`src/design/rv_isa_pkg.sv`:
```
package rv_isa_pkg;

    // widths with a meaning of their own
    typedef logic [31:0] inst_t;
    typedef logic [4:0]  reg_idx_t;
    typedef logic [31:0] word_t;

    // instruction fields
    typedef logic [6:0] opcode_t;
    typedef logic [2:0] funct3_t;
    typedef logic [6:0] funct7_t;

    // major opcodes, inst[6:0]
    localparam opcode_t op_lui    = 7'b0110111;
    localparam opcode_t op_auipc  = 7'b0010111;
    localparam opcode_t op_jal    = 7'b1101111;
    localparam opcode_t op_jalr   = 7'b1100111;
    localparam opcode_t op_branch = 7'b1100011;
    localparam opcode_t op_load   = 7'b0000011;
    localparam opcode_t op_store  = 7'b0100011;
    localparam opcode_t op_imm    = 7'b0010011;
    localparam opcode_t op_reg    = 7'b0110011;

    localparam inst_t ebreak_word = 32'h0010_0073; // only system word accepted

    localparam funct7_t f7_base = 7'b0000000;
    localparam funct7_t f7_alt  = 7'b0100000; // sub, sra, srai

    // a0 receives the exit code on a stop
    localparam reg_idx_t stop_rd = 5'd10;

    // one value per recognised instruction
    typedef enum logic [5:0] {
        // register-register
        k_add, k_sub, k_sll, k_slt, k_sltu,
        k_xor, k_srl, k_sra, k_or, k_and,
        // loads and stores
        k_lb, k_lh, k_lw, k_lbu, k_lhu,
        k_sb, k_sh, k_sw,
        // branches
        k_beq, k_bne, k_blt, k_bge, k_bltu, k_bgeu,
        // upper immediates and jumps
        k_lui, k_auipc, k_jal, k_jalr,
        // register-immediate
        k_addi, k_slti, k_sltiu, k_xori, k_andi,
        k_slli, k_srli, k_srai, k_ori,
        k_ebreak,
        k_unknown
    } inst_kind_t;

endpackage

```
`src/design/decode_ctrl_pkg.sv`:
```
package decode_ctrl_pkg;

    typedef logic [2:0] alu_op_t;
    typedef logic [2:0] wb_src_t;
    typedef logic [1:0] cmp_type_t;
    typedef logic [7:0] wmask_t;

    // ALU operation codes
    localparam alu_op_t alu_add = 3'd0;
    localparam alu_op_t alu_sub = 3'd1; // also used by the set-less-than kinds
    localparam alu_op_t alu_sra = 3'd2;
    localparam alu_op_t alu_and = 3'd3;
    localparam alu_op_t alu_or  = 3'd4;
    localparam alu_op_t alu_xor = 3'd5;
    localparam alu_op_t alu_sll = 3'd6;
    localparam alu_op_t alu_srl = 3'd7;

    // source of the rd write data
    localparam wb_src_t wb_alu  = 3'd0;
    localparam wb_src_t wb_mem  = 3'd1;
    localparam wb_src_t wb_snpc = 3'd2; // pc + 4
    localparam wb_src_t wb_cmp  = 3'd3;
    localparam wb_src_t wb_none = 3'd4; // no register write

    // compare unit mode
    localparam cmp_type_t cmp_eq  = 2'd0;
    localparam cmp_type_t cmp_ne  = 2'd1;
    localparam cmp_type_t cmp_lt  = 2'd2;
    localparam cmp_type_t cmp_ltu = 2'd3;

    // byte enables, one bit per byte lane
    localparam wmask_t mask_word = 8'b0000_1111;
    localparam wmask_t mask_half = 8'b0000_0011;
    localparam wmask_t mask_byte = 8'b0000_0001;
    localparam wmask_t mask_none = 8'b0000_0000;

endpackage

```
`src/design/inst_classify.sv`:
```
`timescale 1ns/10ps

module inst_classify (
    input  rv_isa_pkg::inst_t      inst,
    output rv_isa_pkg::inst_kind_t kind
);
    import rv_isa_pkg::*;

    opcode_t opcode;
    funct3_t funct3;
    funct7_t funct7;

    assign opcode = inst[6:0];
    assign funct3 = inst[14:12];
    assign funct7 = inst[31:25];

    always_comb begin
        kind = k_unknown; // anything not matched below
        case (opcode)
            op_lui:   kind = k_lui;
            op_auipc: kind = k_auipc;
            op_jal:   kind = k_jal;
            op_jalr: begin
                if (funct3 == 3'b000) kind = k_jalr;
            end
            op_branch: begin
                case (funct3)
                    3'b000:  kind = k_beq;
                    3'b001:  kind = k_bne;
                    3'b100:  kind = k_blt;
                    3'b101:  kind = k_bge;
                    3'b110:  kind = k_bltu;
                    3'b111:  kind = k_bgeu;
                    default: kind = k_unknown;
                endcase
            end
            op_load: begin
                case (funct3)
                    3'b000:  kind = k_lb;
                    3'b001:  kind = k_lh;
                    3'b010:  kind = k_lw;
                    3'b100:  kind = k_lbu;
                    3'b101:  kind = k_lhu;
                    default: kind = k_unknown;
                endcase
            end
            op_store: begin
                case (funct3)
                    3'b000:  kind = k_sb;
                    3'b001:  kind = k_sh;
                    3'b010:  kind = k_sw;
                    default: kind = k_unknown;
                endcase
            end
            op_imm: begin
                case (funct3)
                    3'b000: kind = k_addi;
                    3'b010: kind = k_slti;
                    3'b011: kind = k_sltiu;
                    3'b100: kind = k_xori;
                    3'b110: kind = k_ori;
                    3'b111: kind = k_andi;
                    3'b001: if (funct7 == f7_base) kind = k_slli; // shamt in 24:20
                    3'b101: begin
                        if (funct7 == f7_base)     kind = k_srli;
                        else if (funct7 == f7_alt) kind = k_srai;
                    end
                    default: kind = k_unknown;
                endcase
            end
            op_reg: begin
                // funct7 is checked on every R-type entry
                if (funct7 == f7_base) begin
                    case (funct3)
                        3'b000: kind = k_add;
                        3'b001: kind = k_sll;
                        3'b010: kind = k_slt;
                        3'b011: kind = k_sltu;
                        3'b100: kind = k_xor;
                        3'b101: kind = k_srl;
                        3'b110: kind = k_or;
                        3'b111: kind = k_and;
                    endcase
                end else if (funct7 == f7_alt) begin
                    if (funct3 == 3'b000)      kind = k_sub;
                    else if (funct3 == 3'b101) kind = k_sra;
                end
            end
            default: begin
                if (inst == ebreak_word) kind = k_ebreak;
            end
        endcase
    end

endmodule

```
`src/design/imm_gen.sv`:
```
`timescale 1ns/10ps

module imm_gen (
    input  rv_isa_pkg::inst_t      inst,
    input  rv_isa_pkg::inst_kind_t kind,
    output rv_isa_pkg::word_t      imm
);
    import rv_isa_pkg::*;

    word_t imm_i;
    word_t imm_s;
    word_t imm_b;
    word_t imm_u;
    word_t imm_j;

    // all formats sign-extend from inst[31]
    assign imm_i = {{20{inst[31]}}, inst[31:20]};
    assign imm_s = {{20{inst[31]}}, inst[31:25], inst[11:7]};
    assign imm_b = {{20{inst[31]}}, inst[7], inst[30:25], inst[11:8], 1'b0};
    assign imm_u = {inst[31:12], 12'b0};
    assign imm_j = {{12{inst[31]}}, inst[19:12], inst[20], inst[30:21], 1'b0};

    always_comb begin
        case (kind)
            k_addi, k_slti, k_sltiu, k_xori, k_ori, k_andi,
            k_slli, k_srli, k_srai,
            k_lb, k_lh, k_lw, k_lbu, k_lhu,
            k_jalr:
                imm = imm_i;
            k_sb, k_sh, k_sw:
                imm = imm_s;
            k_beq, k_bne, k_blt, k_bge, k_bltu, k_bgeu:
                imm = imm_b;
            k_lui, k_auipc:
                imm = imm_u;
            k_jal:
                imm = imm_j;
            default:
                imm = '0; // R-type, ebreak, unknown
        endcase
    end

endmodule

```
`src/design/ctrl_gen.sv`:
```
`timescale 1ns/10ps

module ctrl_gen (
    input  rv_isa_pkg::inst_kind_t     kind,
    output decode_ctrl_pkg::alu_op_t   alu_op,
    output decode_ctrl_pkg::wb_src_t   wb_src,
    output decode_ctrl_pkg::cmp_type_t cmp_type,
    output logic                       alu_src1,   // 0 rs1, 1 pc
    output logic                       alu_src2,   // 0 rs2, 1 imm
    output logic                       jump,
    output logic                       branch,
    output logic                       mem_en,
    output logic                       mem_wen,
    output decode_ctrl_pkg::wmask_t    mem_wmask,
    output logic                       stop_sim
);
    import rv_isa_pkg::*;
    import decode_ctrl_pkg::*;

    logic is_branch;
    logic is_load;
    logic is_store;
    logic is_rtype;

    assign is_branch = kind inside {k_beq, k_bne, k_blt, k_bge, k_bltu, k_bgeu};
    assign is_load   = kind inside {k_lb, k_lh, k_lw, k_lbu, k_lhu};
    assign is_store  = kind inside {k_sb, k_sh, k_sw};
    assign is_rtype  = kind inside {k_add, k_sub, k_sll, k_slt, k_sltu,
                                    k_xor, k_srl, k_sra, k_or, k_and};

    always_comb begin
        case (kind)
            k_sub, k_slt, k_sltu, k_slti, k_sltiu: alu_op = alu_sub;
            k_sra, k_srai:                         alu_op = alu_sra;
            k_and, k_andi:                         alu_op = alu_and;
            k_or, k_ori:                           alu_op = alu_or;
            k_xor, k_xori:                         alu_op = alu_xor;
            k_sll, k_slli:                         alu_op = alu_sll;
            k_srl, k_srli:                         alu_op = alu_srl;
            default:                               alu_op = alu_add; // address and pc sums
        endcase
    end

    always_comb begin
        if (is_load)
            wb_src = wb_mem;
        else if (kind inside {k_jal, k_jalr})
            wb_src = wb_snpc;
        else if (kind inside {k_slt, k_sltu, k_slti, k_sltiu})
            wb_src = wb_cmp;
        else if (is_store || is_branch)
            wb_src = wb_none;
        else
            wb_src = wb_alu;
    end

    // branch conditions are resolved outside, from funct3
    always_comb begin
        case (kind)
            k_sltu, k_sltiu: cmp_type = cmp_ltu;
            k_slt, k_slti:   cmp_type = cmp_lt;
            default:         cmp_type = cmp_eq;
        endcase
    end

    assign alu_src1 = is_branch || (kind inside {k_auipc, k_jal}); // target = pc + imm
    assign alu_src2 = !is_rtype;

    assign jump   = kind inside {k_jal, k_jalr};
    assign branch = is_branch;

    assign mem_en  = is_load || is_store;
    assign mem_wen = is_store;

    always_comb begin
        case (kind)
            k_sw:    mem_wmask = mask_word;
            k_sh:    mem_wmask = mask_half;
            k_sb:    mem_wmask = mask_byte;
            default: mem_wmask = mask_none;
        endcase
    end

    assign stop_sim = kind inside {k_ebreak, k_unknown};

endmodule

```
`src/design/decode_stage.sv`:
```
`timescale 1ns/10ps

module decode_stage (
    input  logic                       clk,
    input  logic                       rst,
    input  logic                       inst_valid,
    input  rv_isa_pkg::inst_t          inst,
    output logic                       dec_valid,
    output rv_isa_pkg::reg_idx_t       rs1,
    output rv_isa_pkg::reg_idx_t       rs2,
    output rv_isa_pkg::reg_idx_t       rd,
    output rv_isa_pkg::word_t          imm,
    output decode_ctrl_pkg::alu_op_t   alu_op,
    output decode_ctrl_pkg::wb_src_t   wb_src,
    output decode_ctrl_pkg::cmp_type_t cmp_type,
    output logic                       alu_src1,
    output logic                       alu_src2,
    output logic                       jump,
    output logic                       branch,
    output logic                       mem_en,
    output logic                       mem_wen,
    output decode_ctrl_pkg::wmask_t    mem_wmask,
    output logic                       stop_sim
);
    import rv_isa_pkg::*;
    import decode_ctrl_pkg::*;

    inst_kind_t kind;
    reg_idx_t   rs1_nxt;
    reg_idx_t   rd_nxt;
    word_t      imm_nxt;
    alu_op_t    alu_op_nxt;
    wb_src_t    wb_src_nxt;
    cmp_type_t  cmp_type_nxt;
    wmask_t     mem_wmask_nxt;
    logic       alu_src1_nxt;
    logic       alu_src2_nxt;
    logic       jump_nxt;
    logic       branch_nxt;
    logic       mem_en_nxt;
    logic       mem_wen_nxt;
    logic       stop_nxt;

    inst_classify u_inst_classify (
        .inst (inst),
        .kind (kind)
    );

    imm_gen u_imm_gen (
        .inst (inst),
        .kind (kind),
        .imm  (imm_nxt)
    );

    ctrl_gen u_ctrl_gen (
        .kind      (kind),
        .alu_op    (alu_op_nxt),
        .wb_src    (wb_src_nxt),
        .cmp_type  (cmp_type_nxt),
        .alu_src1  (alu_src1_nxt),
        .alu_src2  (alu_src2_nxt),
        .jump      (jump_nxt),
        .branch    (branch_nxt),
        .mem_en    (mem_en_nxt),
        .mem_wen   (mem_wen_nxt),
        .mem_wmask (mem_wmask_nxt),
        .stop_sim  (stop_nxt)
    );

    // lui reads x0 so the ALU sees 0 + imm
    assign rs1_nxt = (stop_nxt || kind == k_lui) ? reg_idx_t'(0) : inst[19:15];
    assign rd_nxt  = stop_nxt ? stop_rd : inst[11:7];

    always_ff @(posedge clk) begin
        if (rst) begin
            dec_valid <= 1'b0;
            jump      <= 1'b0;
            branch    <= 1'b0;
            mem_en    <= 1'b0;
            mem_wen   <= 1'b0;
            stop_sim  <= 1'b0;
            mem_wmask <= mask_none;
            rs1       <= '0;
            rs2       <= '0;
            rd        <= '0;
            imm       <= '0;
            alu_op    <= alu_add;
            wb_src    <= wb_alu;
            cmp_type  <= cmp_eq;
            alu_src1  <= 1'b0;
            alu_src2  <= 1'b0;
        end else begin
            dec_valid <= inst_valid;
            // strobes only live for a valid word
            jump      <= inst_valid && jump_nxt;
            branch    <= inst_valid && branch_nxt;
            mem_en    <= inst_valid && mem_en_nxt;
            mem_wen   <= inst_valid && mem_wen_nxt;
            stop_sim  <= inst_valid && stop_nxt;
            mem_wmask <= inst_valid ? mem_wmask_nxt : mask_none; // follows mem_wen
            if (inst_valid) begin
                rs1      <= rs1_nxt;
                rs2      <= inst[24:20];
                rd       <= rd_nxt;
                imm      <= imm_nxt;
                alu_op   <= alu_op_nxt;
                wb_src   <= wb_src_nxt;
                cmp_type <= cmp_type_nxt;
                alu_src1 <= alu_src1_nxt;
                alu_src2 <= alu_src2_nxt;
            end
        end
    end

endmodule

```
`config.mk`:
```
export PLATFORM = sky130hd
export DESIGN_NAME = decode_stage
export DESIGN_NICKNAME = d
export VERILOG_FILES = /design/src/design/rv_isa_pkg.sv /design/src/design/decode_ctrl_pkg.sv /design/src/design/inst_classify.sv /design/src/design/imm_gen.sv /design/src/design/ctrl_gen.sv /design/src/design/decode_stage.sv
export SDC_FILE = /design/constraint.sdc
export NUM_CORES = 1
export LEC_CHECK = 0
export BUFFER_PORTS_ARGS = -buffer_cell sky130_fd_sc_hd__buf_2
export CORE_MARGIN = 2
export CORE_UTILIZATION = 24
export DETAILED_ROUTE_END_ITERATION = 10
export GPL_TIMING_DRIVEN = 0
export PLACE_DENSITY = 0.49
export SYNTH_ARGS = -nofsm -noshare
export SYNTH_HDL_FRONTEND = slang
export SYNTH_SLANG_ARGS = --single-unit
```
`constraint.sdc`:
```
create_clock -name clk -period 6.2 [get_ports clk]
set_input_delay 0.31 -clock clk [delete_from_list [all_inputs] [get_ports clk]]
set_output_delay 0.31 -clock clk [all_outputs]
set_load 0.02 [all_outputs]
```
==> impl_summary.txt <==
----------------------------------------------------
[Status]
  Status ... completed

[Detailed routing]
  Total Wirelength ... 13,600 um
  Antenna-violating nets left ... 0
  Number of DRC violations after detailed-routing iteration 0 ... 380
  Average wire per cell in the routed design ... 18.1 um
  Vias post-DR ... 3,939
  Detail-routed via count per cell ... 5.25
  Final routed DRC violation total ... 0
  Detailed Routing Iterations Pass 1 ... 4

[Timing]
  Number of setup violations in the final report ... 0
  Final worst-path setup slack ... 0.663 ns
  Transition time of the tightest slew-check pin ... 1.19 ns
  Timing-limited maximum frequency ... 181 MHz
  Min Tclk post-route ... 5.54 ns
  Setup total negative slack ... 0 ns
  Final Hold Violating Endpoints ... 0
  Largest clock skew in the final design ... 0 ns
  Number of max-slew violations in the final report ... 0
  Normalized max-slew margin ... 0.196
  RSZ-0062 raised after global routing ... false
  Share of the clock period used by the worst path ... 0.893

[Synthesis]
  Sequential area share after synthesis ... 0.356
  Top-area cell type share of the netlist area ... 0.356
  Count of flip-flops with a built-in enable after synthesis ... 0
  Most used DFF post-synth ... sky130_fd_sc_hd__dfxtp_1
  Post-synthesis instance area ... 0.00371 mm2
  Synth unique cells ... 72
  Synthesis-stage register bit count ... 66
  Mapped Avg Cell Area ... 8.33 um2
  Number of warning messages in the yosys log ... 0
  Share of synthesized flip-flops with an asynchronous set or reset ... 0
  Yosys top cell by area ... sky130_fd_sc_hd__dfxtp_1
  Count of mapped cells out of synthesis ... 446
  Top post-synthesis cells by area ... sky130_fd_sc_hd__dfxtp_1 (36%), sky130_fd_sc_hd__nor2_1 (5.7%), sky130_fd_sc_hd__a221o_1 (5.1%)

[Global routing]
  Wire length of the first global-routing pass ... 20,900 um
  Leftover overflow at the end of global routing ... 0
  Vias in the first global route ... 3,718
  Number of antenna violations at the first check in global routing ... 0
  Maximum number of pins on one net before global-route repair ... 12
  Overall track demand over capacity in global routing ... 0.164

[CTS]
  H-Tree Depth ... 3
  Number of buffers inserted by post-CTS setup repair ... 0
  Number of sinks driven by the clock tree ... 66
  Hold buffers post-CTS ... 0
  Clock tree from TritonCTS ... yes
  Clock-pin slew on the worst setup and hold paths ... 0.05 ns
  Clk buf depth ... 2
  Clock network latency to the later pin of the worst-skew pair ... 0.33 ns
  Clock tree root driver cell ... sky130_fd_sc_hd__clkbuf_16
  Number of gates resized after CTS ... 0
  Cts bufs inserted ... 9

[Critical path]
  Reg-to-reg critical path startpoint ... imm[11]
  Highest net fanout along the worst path ... 10
  WP data required ... 6.42 ns
  Type of the worst setup path ... input pin to register
  Setup crit start ... inst[13]
  Cell with the biggest individual delay on the critical path ... sky130_fd_sc_hd__nor4bb_1
  Crit path launch type ... input pin
  Sort of element at the end of the critical path ... register
  Arrival time reported for the critical path endpoint ... 5.75 ns
  Slowest stage delay, CP ... 1.00 ns
  CP Cell Sequence ... buf_2, buf_2, inv_1, ha_1, clkbuf_1, nor3_1, o2bb2ai_1, a2bb2oi_1, o22ai_1, nor4bb_1, inv_1, ha_1, clkbuf_1, or2_2, nor3_1, nor3_1, a31o_2, o41a_1, buf_2, a221o_2

[Pwr]
  Leakage Power ... 2.07 nW
  Power per Cell Area ... 255 mW/mm2
  Peak ir drop on the vdd network ... 0.135 mV
  PnR Total Power ... 1.22 mW

[Place]
  Dpl ws ... 0.402 ns
  Inst Count DP ... 734
  DPL Wire Length ... 10,400 um
  Global placement routability congestion ... 0.899
  Port Buffers ... 97

[Hold path]
  HP Class ... input pin to register
  Launch point of the worst hold path ... inst[28]

[Final layout]
  Fill cell instance count of the final layout ... 1,626
  Final net count ... 601
  Post-Layout Cell Count ... 750
  Area Overhead vs Synth ... 29.2%
  Share of the core filled with cells in the final layout ... 0.317
  Number of antenna repair diodes ... 0
  Share of cells above drive strength 1 ... 0.265

[Run]
  Max-cap violations ... 0

[Floorplan]
  Floorplan die width ... 128 um
  Die Outline Area ... 0.0165 mm2
  Core ar. ... 0.0151 mm2
  Row count ... 45
  Initial core utilization ... 0.245
  Top-Level Pins ... 106
  Die H ... 128 um

----------------------------------------------------
## final timing paths
path	endpoint	slack (ns)	cells past startpoint
worst max-delay path	imm[25]	0.66	20
worst min-delay path	imm[28]	0.25	2
worst max register to register	imm[11]	5.28	2
worst min register to register	rd[0]	0.46	2
## kinds of logic after synthesis
logic type               count (synthesis)  synth area share
AO/OA/AOI/OAI                          137             0.290
flip-flops                              66             0.356
other                                    1           0.00101
multiplexers                             8            0.0216
AND/OR/NAND/NOR                        168             0.227
buffers and inverters                   57            0.0748
adder cells (fa/ha/maj)                  9            0.0303
## cells in the final DEF (no fill, tap or decap), types with 4 or more instances in the layout
cell / synthesis / final
sky130_fd_sc_hd__or2_2: 4 / 4
sky130_fd_sc_hd__a21oi_1: 22 / 22
sky130_fd_sc_hd__o221ai_1: 4 / 4
sky130_fd_sc_hd__nand2b_1: 9 / 9
sky130_fd_sc_hd__and3_1: 4 / 4
sky130_fd_sc_hd__a32o_1: 7 / 7
sky130_fd_sc_hd__o22ai_1: 5 / 5
sky130_fd_sc_hd__nor2_1: 56 / 56
sky130_fd_sc_hd__a311oi_1: 6 / 6
sky130_fd_sc_hd__ha_1: 9 / 9
sky130_fd_sc_hd__nand2_1: 32 / 32
sky130_fd_sc_hd__clkbuf_16: 0 / 9
sky130_fd_sc_hd__or3_1: 4 / 4
sky130_fd_sc_hd__a221o_1: 19 / 19
sky130_fd_sc_hd__mux2i_1: 8 / 8
sky130_fd_sc_hd__o21ai_0: 19 / 19
sky130_fd_sc_hd__buf_2: 8 / 105
sky130_fd_sc_hd__dfxtp_1: 66 / 66
sky130_fd_sc_hd__o211ai_1: 4 / 4
sky130_fd_sc_hd__buf_4: 7 / 7
sky130_fd_sc_hd__nand4_1: 4 / 4
sky130_fd_sc_hd__a22oi_1: 5 / 5
sky130_fd_sc_hd__a211oi_1: 6 / 6
sky130_fd_sc_hd__nor3_1: 14 / 14
sky130_fd_sc_hd__nor3b_1: 4 / 4
sky130_fd_sc_hd__nor4_1: 6 / 6
sky130_fd_sc_hd__nand3_1: 11 / 11
sky130_fd_sc_hd__conb_1: 1 / 4
sky130_fd_sc_hd__inv_1: 16 / 16
sky130_fd_sc_hd__nor2b_1: 4 / 4
sky130_fd_sc_hd__clkbuf_1: 19 / 20
## flip-flops by register name (all words and copies together) (netlist names)
| name | flops |
|---|---|
| mem_en | 1 |
| rs2 | 5 |
| rs1 | 5 |
| alu_src1 | 1 |
| branch | 1 |
| cmp_type | 2 |
| mem_wmask | 3 |
| jump | 1 |
| imm | 32 |
| rd | 5 |
| alu_op | 3 |
| mem_wen | 1 |
| stop_sim | 1 |
| dec_valid | 1 |
| alu_src2 | 1 |
| wb_src | 3 |
## per-layer routing
layer | part of all wire | global-route usage | wire length (um) | vias to the layer above
met4 | 0.012 | 0.0414 | 166 | 0
met5 | 0 | 0 | 0 | -
met3 | 0.067 | 0.0503 | 911 | 13
met2 | 0.46 | 0.258 | 6220 | 143
met1 | 0.46 | 0.220 | 6320 | 1889
li1 | - | - | - | 1894
## metrics by stage
stage,hold WS [ns],cell area [um2]
3_5_place_dp,0.444,4450
5_1_grt,0.251,4800
3_3_place_gp,0.443,4450
4_1_cts,0.234,4800
6_report,0.254,4800
2_1_floorplan,0.448,3730
## synth_stat cells, drive strengths merged, types with 6 or more instances
cell type,n
ha,9
a32o,7
dfxtp,66
buf,20
mux2i,8
a211oi,6
clkbuf,19
a21oi,22
inv,16
a311oi,6
nand2b,9
o21ai,20
nand3,11
nor3,15
a221o,21
nand2,32
nor4,6
nor2,56
## critical path: cells and delay by family
| kind | cells | cell delay (ns) |
|---|---|---|
| AO/OA/AOI/OAI | 6 | 1.34 |
| adder cells (fa/ha/maj) | 2 | 0.48 |
| buffers and inverters | 7 | 1.35 |
| AND/OR/NAND/NOR | 5 | 2.26 |
## final cells by class
cell class,instances,area (um2),share of cell area
well taps,188,235,0.0490
repair buffers,97,485,0.101
inverters,17,63.8,0.0133
clock inverters,4,97.6,0.0203
flip-flops and latches,66,1320,0.275
plain buffers,40,214,0.0446
clock buffers,12,256,0.0534
multi-input cells,326,2130,0.443
## where the power goes
part           switching (mW)  internal [mW]  total, mW
registers             0.00781          0.439      0.447
clock network           0.188          0.415      0.602
logic                   0.114         0.0605      0.174
total                   0.309          0.914       1.22
Note: power is estimated with default switching activity, not from simulation.
